===== src/hw/aa_pkg.sv =====
// aa bridge shared definitions
// bus widths, stream cycle codes, address window decode and the
// beat and register write structs passed between the two engines
package aa_pkg;

  // --------------------------------------------------
  // widths
  // --------------------------------------------------
  localparam int DATA_W  = 32;
  localparam int STRB_W  = 4;
  // local axi-lite address
  localparam int LADDR_W = 15;
  // address field carried in a stream beat
  localparam int RADDR_W = 28;
  localparam int USER_W  = 2;

  // --------------------------------------------------
  // stream cycle type, carried on tuser
  // --------------------------------------------------
  localparam logic [USER_W-1:0] TUSER_STREAM   = 2'b00;
  localparam logic [USER_W-1:0] TUSER_WRITE    = 2'b01;
  localparam logic [USER_W-1:0] TUSER_READ_REQ = 2'b10;
  localparam logic [USER_W-1:0] TUSER_READ_CPL = 2'b11;

  // --------------------------------------------------
  // window decode
  // --------------------------------------------------
  // local address bits 14:12
  localparam logic [2:0]  LOCAL_WIN        = 3'b010;
  // local page, address bits 11:8
  localparam logic [3:0]  LOCAL_REG_PAGE   = 4'h1;
  localparam logic [3:0]  LOCAL_MBOX_PAGE  = 4'h0;
  // remote page, beat address bits 27:8
  localparam logic [19:0] REMOTE_REG_PAGE  = 20'h00021;
  localparam logic [19:0] REMOTE_MBOX_PAGE = 20'h00020;

  // --------------------------------------------------
  // mailbox and interrupt registers
  // --------------------------------------------------
  localparam int MBOX_WORDS   = 8;
  localparam int MBOX_IDX_W   = 3;
  // word index sits at address bits 4:2
  localparam int MBOX_IDX_LSB = 2;
  // 0 selects enable, 1 selects status
  localparam int REG_SEL_BIT  = 2;

  // one stream beat, same layout in both directions
  typedef struct packed {
    logic [DATA_W-1:0] data;
    logic [STRB_W-1:0] strb;
    logic [USER_W-1:0] user;
  } stream_beat_t;

  // register file write request
  // reg_sel high targets the interrupt registers, low the mailbox
  typedef struct packed {
    logic                  valid;
    logic [MBOX_IDX_W-1:0] idx;
    logic                  reg_sel;
    logic [DATA_W-1:0]     data;
    logic [STRB_W-1:0]     strb;
  } reg_wr_t;

endpackage


===== src/hw/aa_mailbox_regs.sv =====
`timescale 1ns/1ps
// aa mailbox and interrupt registers
// eight strobed mailbox words, interrupt enable and status
// a remote mailbox write sets status, local write-one clears it
// irq is status and enable, read mux serves the local engine
module aa_mailbox_regs
  import aa_pkg::*;
(
  input  logic               axis_clk,
  input  logic               axis_rst_n,
  input  reg_wr_t            lcl_wr,
  input  reg_wr_t            rmt_wr,
  input  logic [LADDR_W-1:0] lcl_rd_addr,
  output logic [DATA_W-1:0]  lcl_rd_data,
  output logic               mb_irq
);

  logic [DATA_W-1:0] mbox [MBOX_WORDS];
  logic              intr_enable;
  logic              intr_status;
  reg_wr_t           wr;
  logic              sts_clr;
  logic              sts_set;
  logic              rd_reg;

  // engines never write in the same cycle, local side first anyway
  assign wr = lcl_wr.valid ? lcl_wr : rmt_wr;

  // --------------------------------------------------
  // mailbox words
  // --------------------------------------------------
  always_ff @(posedge axis_clk) begin
    if (wr.valid && !wr.reg_sel) begin
      for (int b = 0; b < STRB_W; b++) begin
        if (wr.strb[b]) begin
          mbox[wr.idx][8*b +: 8] <= wr.data[8*b +: 8];
        end
      end
    end
  end

  // --------------------------------------------------
  // interrupt enable and status
  // --------------------------------------------------
  // status only clears from the local side
  assign sts_clr = lcl_wr.valid && lcl_wr.reg_sel &&
                   lcl_wr.idx[REG_SEL_BIT - MBOX_IDX_LSB] &&
                   lcl_wr.strb[0] && lcl_wr.data[0];
  // any remote mailbox write with a strobe set
  assign sts_set = rmt_wr.valid && !rmt_wr.reg_sel && (|rmt_wr.strb);

  always_ff @(posedge axis_clk or negedge axis_rst_n) begin
    if (!axis_rst_n) begin
      intr_enable <= 1'b0;
      intr_status <= 1'b0;
    end else begin
      if (wr.valid && wr.reg_sel && !wr.idx[REG_SEL_BIT - MBOX_IDX_LSB] && wr.strb[0]) begin
        intr_enable <= wr.data[0];
      end
      // clear beats set
      if (sts_clr) begin
        intr_status <= 1'b0;
      end else if (sts_set) begin
        intr_status <= 1'b1;
      end
    end
  end

  assign mb_irq = intr_status && intr_enable;

  // read mux, local engine only uses it on a window hit
  assign rd_reg      = (lcl_rd_addr[11:8] == LOCAL_REG_PAGE);
  assign lcl_rd_data = rd_reg ?
      {{(DATA_W-1){1'b0}}, lcl_rd_addr[REG_SEL_BIT] ? intr_status : intr_enable} :
      mbox[lcl_rd_addr[MBOX_IDX_LSB +: MBOX_IDX_W]];

endmodule


===== src/hw/aa_remote_engine.sv =====
`timescale 1ns/1ps
// aa remote engine
// stream slave side of the bridge: collects two-beat writes into the
// register window and captures read completions for the local engine
// plain beats, read requests and writes outside the window are dropped
module aa_remote_engine
  import aa_pkg::*;
(
  input  logic              axis_clk,
  input  logic              axis_rst_n,
  input  stream_beat_t      rx_beat,
  input  logic              rx_valid,
  output logic              rx_ready,
  input  logic              local_busy,
  input  logic              cpl_wait,
  output reg_wr_t           rmt_wr,
  output logic              remote_busy,
  output logic              cpl_valid,
  output logic [DATA_W-1:0] cpl_data
);

  typedef enum logic [1:0] {
    st_idle,
    st_beat2,
    st_commit
  } state_t;

  state_t             state;
  logic [RADDR_W-1:0] addr_q;
  logic [STRB_W-1:0]  strb_q;
  logic [DATA_W-1:0]  data_q;
  logic               take_idle;
  logic               hit_reg;
  logic               hit_mbox;

  // --------------------------------------------------
  // accept rules in idle, by cycle type
  // --------------------------------------------------
  always_comb begin
    take_idle = 1'b0;
    case (rx_beat.user)
      // a write needs the register file to itself
      TUSER_WRITE:    take_idle = !local_busy;
      // completion only when a local read waits for it
      TUSER_READ_CPL: take_idle = cpl_wait;
      // accepted and dropped
      TUSER_STREAM,
      TUSER_READ_REQ: take_idle = 1'b1;
      default:        take_idle = 1'b0;
    endcase
  end

  // beat 2 of a write is always taken
  assign rx_ready = rx_valid &&
                    (((state == st_idle) && take_idle) || (state == st_beat2));

  // --------------------------------------------------
  // fsm and completion pulse
  // --------------------------------------------------
  always_ff @(posedge axis_clk or negedge axis_rst_n) begin
    if (!axis_rst_n) begin
      state     <= st_idle;
      cpl_valid <= 1'b0;
    end else begin
      cpl_valid <= rx_ready && (state == st_idle) && (rx_beat.user == TUSER_READ_CPL);
      case (state)
        st_idle: begin
          if (rx_ready && (rx_beat.user == TUSER_WRITE)) begin
            state <= st_beat2;
          end
        end
        st_beat2: begin
          if (rx_ready) begin
            state <= st_commit;
          end
        end
        // one cycle for the register write
        default: state <= st_idle;
      endcase
    end
  end

  // beat 1 gives address and strobes, beat 2 or a completion gives data
  always_ff @(posedge axis_clk) begin
    if (rx_ready && (state == st_idle) && (rx_beat.user == TUSER_WRITE)) begin
      addr_q <= rx_beat.data[RADDR_W-1:0];
      strb_q <= rx_beat.strb;
    end
    if (rx_ready && ((state == st_beat2) || (rx_beat.user == TUSER_READ_CPL))) begin
      data_q <= rx_beat.data;
    end
  end

  assign cpl_data    = data_q;
  assign remote_busy = (state != st_idle);

  // window hit on the latched beat 1 address
  assign hit_reg  = (addr_q[RADDR_W-1:8] == REMOTE_REG_PAGE);
  assign hit_mbox = (addr_q[RADDR_W-1:8] == REMOTE_MBOX_PAGE);

  assign rmt_wr.valid   = (state == st_commit) && (hit_reg || hit_mbox);
  assign rmt_wr.idx     = addr_q[MBOX_IDX_LSB +: MBOX_IDX_W];
  assign rmt_wr.reg_sel = hit_reg;
  assign rmt_wr.data    = data_q;
  assign rmt_wr.strb    = strb_q;

endmodule


===== src/hw/aa_local_engine.sv =====
`timescale 1ns/1ps
// aa local engine
// axi-lite slave side of the bridge: serves the own register window
// on the spot, turns other writes into two write beats and other
// reads into a read request plus a wait for the completion beat
// a local mailbox write is stored first, then forwarded
module aa_local_engine
  import aa_pkg::*;
(
  input  logic               axis_clk,
  input  logic               axis_rst_n,
  input  logic               s_awvalid,
  input  logic [LADDR_W-1:0] s_awaddr,
  output logic               s_awready,
  input  logic               s_wvalid,
  input  logic [DATA_W-1:0]  s_wdata,
  input  logic [STRB_W-1:0]  s_wstrb,
  output logic               s_wready,
  input  logic               s_arvalid,
  input  logic [LADDR_W-1:0] s_araddr,
  output logic               s_arready,
  output logic [DATA_W-1:0]  s_rdata,
  output logic               s_rvalid,
  input  logic               s_rready,
  input  logic               local_enable,
  output stream_beat_t       tx_beat,
  output logic               tx_valid,
  input  logic               tx_ready,
  output reg_wr_t            lcl_wr,
  output logic [LADDR_W-1:0] lcl_rd_addr,
  input  logic [DATA_W-1:0]  lcl_rd_data,
  input  logic               remote_busy,
  input  logic               rx_write_pending,
  input  logic               cpl_valid,
  input  logic [DATA_W-1:0]  cpl_data,
  output logic               local_busy,
  output logic               cpl_wait
);

  typedef enum logic [3:0] {
    st_idle,
    st_write,
    st_read,
    st_fwd1,
    st_fwd2,
    st_rd_req,
    st_wait_cpl,
    st_done,
    st_mbox_fwd
  } state_t;

  state_t             state;
  state_t             state_nxt;
  logic [LADDR_W-1:0] addr_q;
  logic [DATA_W-1:0]  data_q;
  logic [STRB_W-1:0]  strb_q;
  logic               is_wr_q;
  logic               wr_req;
  logic               start;
  logic               hit_reg;
  logic               hit_mbox;

  // --------------------------------------------------
  // request capture
  // --------------------------------------------------
  // write needs aw and w together, write wins over read
  assign wr_req = s_awvalid && s_wvalid;
  // stay off the register file while the remote side is writing
  assign start  = (state == st_idle) && local_enable && !remote_busy &&
                  !rx_write_pending && (wr_req || s_arvalid);

  always_ff @(posedge axis_clk) begin
    if (start) begin
      addr_q <= wr_req ? s_awaddr : s_araddr;
      data_q <= s_wdata;
      strb_q <= s_wstrb;
    end
  end

  // window decode on the latched address
  assign hit_reg  = (addr_q[14:12] == LOCAL_WIN) && (addr_q[11:8] == LOCAL_REG_PAGE);
  assign hit_mbox = (addr_q[14:12] == LOCAL_WIN) && (addr_q[11:8] == LOCAL_MBOX_PAGE);

  // --------------------------------------------------
  // fsm
  // --------------------------------------------------
  always_ff @(posedge axis_clk or negedge axis_rst_n) begin
    if (!axis_rst_n) begin
      state   <= st_idle;
      is_wr_q <= 1'b0;
    end else begin
      state <= state_nxt;
      if (start) begin
        is_wr_q <= wr_req;
      end
    end
  end

  always_comb begin
    state_nxt = state;
    case (state)
      st_idle: begin
        if (start) begin
          state_nxt = wr_req ? st_write : st_read;
        end
      end
      // own window completes locally, mailbox forwards afterwards
      st_write:    state_nxt = (hit_reg || hit_mbox) ? st_done : st_fwd1;
      st_read:     state_nxt = (hit_reg || hit_mbox) ? st_done : st_rd_req;
      st_fwd1,
      st_mbox_fwd: state_nxt = tx_ready ? st_fwd2 : state;
      // mailbox forward ends after beat 2, its handshake is already done
      st_fwd2: begin
        if (tx_ready) begin
          state_nxt = hit_mbox ? st_idle : st_done;
        end
      end
      st_rd_req:   state_nxt = tx_ready ? st_wait_cpl : st_rd_req;
      st_wait_cpl: state_nxt = cpl_valid ? st_done : st_wait_cpl;
      st_done: begin
        if (is_wr_q) begin
          state_nxt = hit_mbox ? st_mbox_fwd : st_idle;
        end else if (s_rready) begin
          state_nxt = st_idle;
        end
      end
      default:     state_nxt = st_idle;
    endcase
  end

  // --------------------------------------------------
  // axi-lite side
  // --------------------------------------------------
  // aw and w ready pulse together for one cycle
  assign s_awready = (state == st_done) && is_wr_q;
  assign s_wready  = s_awready;
  assign s_arready = (state == st_read);
  // rvalid holds in done until rready
  assign s_rvalid  = (state == st_done) && !is_wr_q;
  assign s_rdata   = (hit_reg || hit_mbox) ? lcl_rd_data : cpl_data;

  assign local_busy  = (state != st_idle);
  assign cpl_wait    = (state == st_wait_cpl);
  assign lcl_rd_addr = addr_q;

  // register file write lands on the aw/w handshake
  assign lcl_wr.valid   = s_awready && (hit_reg || hit_mbox);
  assign lcl_wr.idx     = addr_q[MBOX_IDX_LSB +: MBOX_IDX_W];
  assign lcl_wr.reg_sel = hit_reg;
  assign lcl_wr.data    = data_q;
  assign lcl_wr.strb    = strb_q;

  // --------------------------------------------------
  // stream beats
  // --------------------------------------------------
  // built from latched state only, so a stalled beat stays put
  assign tx_valid = (state == st_fwd1) || (state == st_mbox_fwd) ||
                    (state == st_fwd2) || (state == st_rd_req);

  always_comb begin
    tx_beat = '0;
    case (state)
      st_fwd1,
      st_mbox_fwd: begin
        // beat 1: strobes on top of the 28-bit address
        tx_beat.data = {strb_q, {(RADDR_W - LADDR_W){1'b0}}, addr_q};
        tx_beat.strb = strb_q;
        tx_beat.user = TUSER_WRITE;
      end
      st_fwd2: begin
        tx_beat.data = data_q;
        tx_beat.strb = strb_q;
        tx_beat.user = TUSER_WRITE;
      end
      st_rd_req: begin
        tx_beat.data = {{(DATA_W - LADDR_W){1'b0}}, addr_q};
        tx_beat.strb = '1;
        tx_beat.user = TUSER_READ_REQ;
      end
      default: tx_beat = '0;
    endcase
  end

endmodule


===== src/hw/aa_bridge_top.sv =====
`timescale 1ns/1ps
// aa bridge top level
// joins a local axi-lite slave to a pair of axi-stream ports
// local engine converts axi-lite accesses into stream beats,
// remote engine collects incoming writes and read completions,
// both share the mailbox and interrupt register block
module aa_bridge_top
  import aa_pkg::*;
(
  input  logic               axis_clk,
  input  logic               axis_rst_n,
  // axi-lite slave
  input  logic               s_awvalid,
  input  logic [LADDR_W-1:0] s_awaddr,
  output logic               s_awready,
  input  logic               s_wvalid,
  input  logic [DATA_W-1:0]  s_wdata,
  input  logic [STRB_W-1:0]  s_wstrb,
  output logic               s_wready,
  input  logic               s_arvalid,
  input  logic [LADDR_W-1:0] s_araddr,
  output logic               s_arready,
  output logic [DATA_W-1:0]  s_rdata,
  output logic               s_rvalid,
  input  logic               s_rready,
  // stream in
  input  stream_beat_t       rx_beat,
  input  logic               rx_valid,
  output logic               rx_ready,
  // stream out
  output stream_beat_t       tx_beat,
  output logic               tx_valid,
  input  logic               tx_ready,
  // misc
  input  logic               local_enable,
  output logic               mb_irq
);

  reg_wr_t            lcl_wr;
  reg_wr_t            rmt_wr;
  logic [LADDR_W-1:0] lcl_rd_addr;
  logic [DATA_W-1:0]  lcl_rd_data;
  logic               local_busy;
  logic               remote_busy;
  logic               cpl_wait;
  logic               cpl_valid;
  logic [DATA_W-1:0]  cpl_data;
  logic               rx_write_pending;

  // an incoming write beat holds off the local engine in idle
  assign rx_write_pending = rx_valid && (rx_beat.user == TUSER_WRITE);

  aa_local_engine aa_local_engine_i (
    .axis_clk         (axis_clk),
    .axis_rst_n       (axis_rst_n),
    .s_awvalid        (s_awvalid),
    .s_awaddr         (s_awaddr),
    .s_awready        (s_awready),
    .s_wvalid         (s_wvalid),
    .s_wdata          (s_wdata),
    .s_wstrb          (s_wstrb),
    .s_wready         (s_wready),
    .s_arvalid        (s_arvalid),
    .s_araddr         (s_araddr),
    .s_arready        (s_arready),
    .s_rdata          (s_rdata),
    .s_rvalid         (s_rvalid),
    .s_rready         (s_rready),
    .local_enable     (local_enable),
    .tx_beat          (tx_beat),
    .tx_valid         (tx_valid),
    .tx_ready         (tx_ready),
    .lcl_wr           (lcl_wr),
    .lcl_rd_addr      (lcl_rd_addr),
    .lcl_rd_data      (lcl_rd_data),
    .remote_busy      (remote_busy),
    .rx_write_pending (rx_write_pending),
    .cpl_valid        (cpl_valid),
    .cpl_data         (cpl_data),
    .local_busy       (local_busy),
    .cpl_wait         (cpl_wait)
  );

  aa_remote_engine aa_remote_engine_i (
    .axis_clk    (axis_clk),
    .axis_rst_n  (axis_rst_n),
    .rx_beat     (rx_beat),
    .rx_valid    (rx_valid),
    .rx_ready    (rx_ready),
    .local_busy  (local_busy),
    .cpl_wait    (cpl_wait),
    .rmt_wr      (rmt_wr),
    .remote_busy (remote_busy),
    .cpl_valid   (cpl_valid),
    .cpl_data    (cpl_data)
  );

  aa_mailbox_regs aa_mailbox_regs_i (
    .axis_clk    (axis_clk),
    .axis_rst_n  (axis_rst_n),
    .lcl_wr      (lcl_wr),
    .rmt_wr      (rmt_wr),
    .lcl_rd_addr (lcl_rd_addr),
    .lcl_rd_data (lcl_rd_data),
    .mb_irq      (mb_irq)
  );

endmodule


===== config.mk =====
export PLATFORM = sky130hd
export DESIGN_NAME = aa_bridge_top
export DESIGN_NICKNAME = d
export VERILOG_FILES = /design/src/hw/aa_pkg.sv /design/src/hw/aa_mailbox_regs.sv /design/src/hw/aa_remote_engine.sv /design/src/hw/aa_local_engine.sv /design/src/hw/aa_bridge_top.sv
export SDC_FILE = /design/constraint.sdc
export NUM_CORES = 1
export LEC_CHECK = 0
export BUFFER_PORTS_ARGS = -buffer_cell sky130_fd_sc_hd__buf_2
export CAP_MARGIN = 20
export CORE_AREA = 10 10 197 199
export DETAILED_ROUTE_END_ITERATION = 16
export DIE_AREA = 0 0 207 209
export SLEW_MARGIN = 5
export SYNTH_ARGS = -nofsm -noshare
export SYNTH_HDL_FRONTEND = slang
export SYNTH_SLANG_ARGS = --single-unit
export TNS_END_PERCENT = 10

===== constraint.sdc =====
create_clock -name axis_clk -period 5.4 [get_ports axis_clk]
set_input_delay 0.81 -clock axis_clk [delete_from_list [all_inputs] [get_ports axis_clk]]
set_output_delay 0.81 -clock axis_clk [all_outputs]
set_load 0.01 [all_outputs]

==> impl_metrics.json <==
{
  "rsz0062_at_grt": "no",
  "fillCellCount": 2926,
  "htreeDepth": 2,
  "cellLeakagePower_uw": 0.00644,
  "synth-edff-count": 366,
  "synth.distinct_cells": 60,
  "cts_resized": 0,
  "cts-root-buf": "clkbuf_16",
  "min-delay-path-class": "input pin to async pin",
  "vdd_drop_max_mv": 0.271,
  "nets": 1161,
  "finalHoldViolCount": 0,
  "pre_cts_ws_ps": 1890,
  "yosys_warnings": 0,
  "multi_input_area_um2": 3970,
  "dr.pass1.iters": 5,
  "postRouteAntennaNets": 0,
  "cp-start-kind": "flip-flop",
  "clkSinkCount": 379,
  "grt_usage_pct": 17.6,
  "boundaryPins": 190,
  "rows": 69,
  "seqCellArea_um2": 11300,
  "routedWlPerCell_um": 24.9,
  "ctsHoldBuffers": 0,
  "grt_max_degree": 52,
  "path_max_fanout": 23,
  "die_h_um": 209,
  "synth_nets": 962,
  "synth_top_area_share_pct": 71.0,
  "viasPerCell": 5.50,
  "cts.clk_slew.worst_paths_ps": 60,
  "ys_seq_elements": 379,
  "setup_tns_ps": 0,
  "finalSetupViolations": 0,
  "totalWireLength_mm": 38.3,
  "route.detailed.drc": 0,
  "area_delta_synth_final_pct": 17.8,
  "cts_setup_buffers": 0,
  "cts_tree": "built",
  "synth_area_per_cell_um2": 18.2,
  "gr-total-overflow": 0,
  "slew_headroom_pct": 33.9,
  "grt_pass1_wl_mm": 58.3,
  "synthesis.area_um2": 15500,
  "finalCritPeriodShare_pct": 69.2,
  "gp_congestion": 0.821,
  "dpl.hpwl_mm": 26.9,
  "synth-seq-area-share_pct": 73.0,
  "vias": 8469,
  "setup_ws_ps": 1660,
  "grt_pass1_vias": 9078,
  "fin_crit_ps": 3740,
  "synth.most_common_cell": "edfxtp_1",
  "final_max_slew_viol_count": 0,
  "critPathKind": "flip-flop to output pin",
  "die_area_um2": 43300,
  "yosysTopAreaCell": "edfxtp_1",
  "synth_area_leaders": "edfxtp_1, mux4_2, mux2_2",
  "endpoint_kind": "output pin",
  "tightest_slew_ps": 984,
  "max-cap-violations": 0,
  "crit_required_ps": 4590,
  "drive_gt1_share_pct": 36.7,
  "syn_inst": 849,
  "post-route-util_pct": 52.1,
  "synthArstFlopShare_pct": 2.64,
  "antenna_found_initial": 1,
  "die_w_um": 207,
  "powerDensity_nw_per_um2": 394,
  "reg2reg_depth": 5,
  "cp.arrival_ps": 2930,
  "diodes": 0,
  "clock_path_buffers": 3,
  "p_total_uw": 7180,
  "start_util_pct": 44.2,
  "io_buffers": 189,
  "status": "finished clean",
  "clk_latency_ps": 540,
  "fmax_mhz": 268,
  "ys_top_cells_by_count": "edfxtp_1, mux4_2, mux2_2",
  "drt-initial-drc-count": 705,
  "core-area_um2": 35100,
  "synthFlopType": "edfxtp_1",
  "numCtsBuffers": 41,
  "final.setup_skew_ps": 20.9
}
-- metal layers --
metal	global-route usage (%)	vias to the layer above	routed length [µm]
met5	0	-	0
met1	24.3	4264	16800
met2	27.1	359	17600
li1	-	3800	-
met3	4.76	46	3250
met4	4.20	0	704
-- area by class of cell --
type	count	area share, %
flip-flops and latches	379	62.0
multi-input cells	415	21.8
clock buffers	49	6.02
repair buffers	201	5.68
well taps	461	3.16
clock inverters	24	1.22
inverters	10	0.206
-- path summary, 6_finish.rpt --
check | to | start | slack, ps
min | aa_local_engine_i.state[1] | axis_rst_n | 120
max | s_rdata[0] | flip-flop | 1660
max in group asynchronous | aa_mailbox_regs_i.intr_enable | axis_rst_n | 5070
max reg2reg | aa_mailbox_regs_i.mbox[4][17] | aa_local_engine_i.lcl_rd_addr[9] | 1890
min reg2reg | aa_mailbox_regs_i.intr_enable | aa_mailbox_regs_i.intr_enable | 550
min in group axis_clk | aa_local_engine_i.data_q[0] | s_wdata[0] | 450
-- worst max-delay path: stages (launching register included) --
cell	delay, ps
dfxtp_4	670
buf_4	430
mux4_2	600
a221o_1	330
a22o_1	200
buf_2	150
-- layout by cell type (no fill, tap or decap), types with 5 or more instances in the layout --
| cell type | synthesis | layout |
|---|---|---|
| o21ai_0 | 40 | 40 |
| clkinv_2 | 0 | 8 |
| buf_4 | 1 | 12 |
| o22ai_1 | 6 | 6 |
| clkbuf_16 | 0 | 43 |
| mux2_2 | 51 | 51 |
| mux4_2 | 64 | 64 |
| and2_1 | 17 | 17 |
| a22o_1 | 16 | 16 |
| buf_2 | 17 | 189 |
| nor2_1 | 38 | 37 |
| dfrtp_1 | 10 | 10 |
| clkbuf_1 | 20 | 6 |
| nor2b_1 | 8 | 8 |
| a21oi_1 | 5 | 5 |
| clkinv_1 | 0 | 8 |
| edfxtp_1 | 366 | 366 |
| nor3_1 | 8 | 7 |
| inv_1 | 10 | 9 |
| mux2i_1 | 36 | 36 |
| nand2b_1 | 9 | 9 |
| nor4_1 | 5 | 5 |
| nand2_1 | 49 | 49 |
-- logic make-up after synthesis --
logic type	Yosys count	share of synthesized area, %
buffers and inverters	55	1.56
AO/OA/AOI/OAI	100	4.31
multiplexers	153	15.5
XOR/XNOR	1	0.0566
AND/OR/NAND/NOR	161	5.57
flip-flops	379	73.0
-- per-stage QoR --
| stage | std cells | hold WS [ps] | cell area (µm²) |
|---|---|---|---|
| floorplan | 849 | 474 | 15500 |
| global placement | 1466 | 511 | 16900 |
| detailed placement | 1466 | 533 | 16900 |
| CTS | 1539 | 118 | 18200 |
| global route | 1539 | 132 | 18200 |
| finish | 1539 | 125 | 18200 |
-- registers in the layout (all words and copies together) (netlist names), named ones only --
signal	count
aa_local_engine_i.data_q	32
aa_local_engine_i.is_wr_q	1
aa_mailbox_regs_i.intr_status	1
aa_local_engine_i.lcl_rd_addr	15
aa_mailbox_regs_i.mbox	256
aa_remote_engine_i.strb_q	4
aa_remote_engine_i.cpl_data	32
aa_remote_engine_i.addr_q	23
aa_mailbox_regs_i.intr_enable	1
aa_remote_engine_i.state	2
aa_local_engine_i.strb_q	4
aa_local_engine_i.state	4
aa_remote_engine_i.cpl_valid	1
-- power by group --
part / switching [µW] / internal (µW)
logic: 577 / 448
registers: 105 / 3300
clock network: 1110 / 1640
total: 1790 / 5390
(Power assumes the default switching activity.)
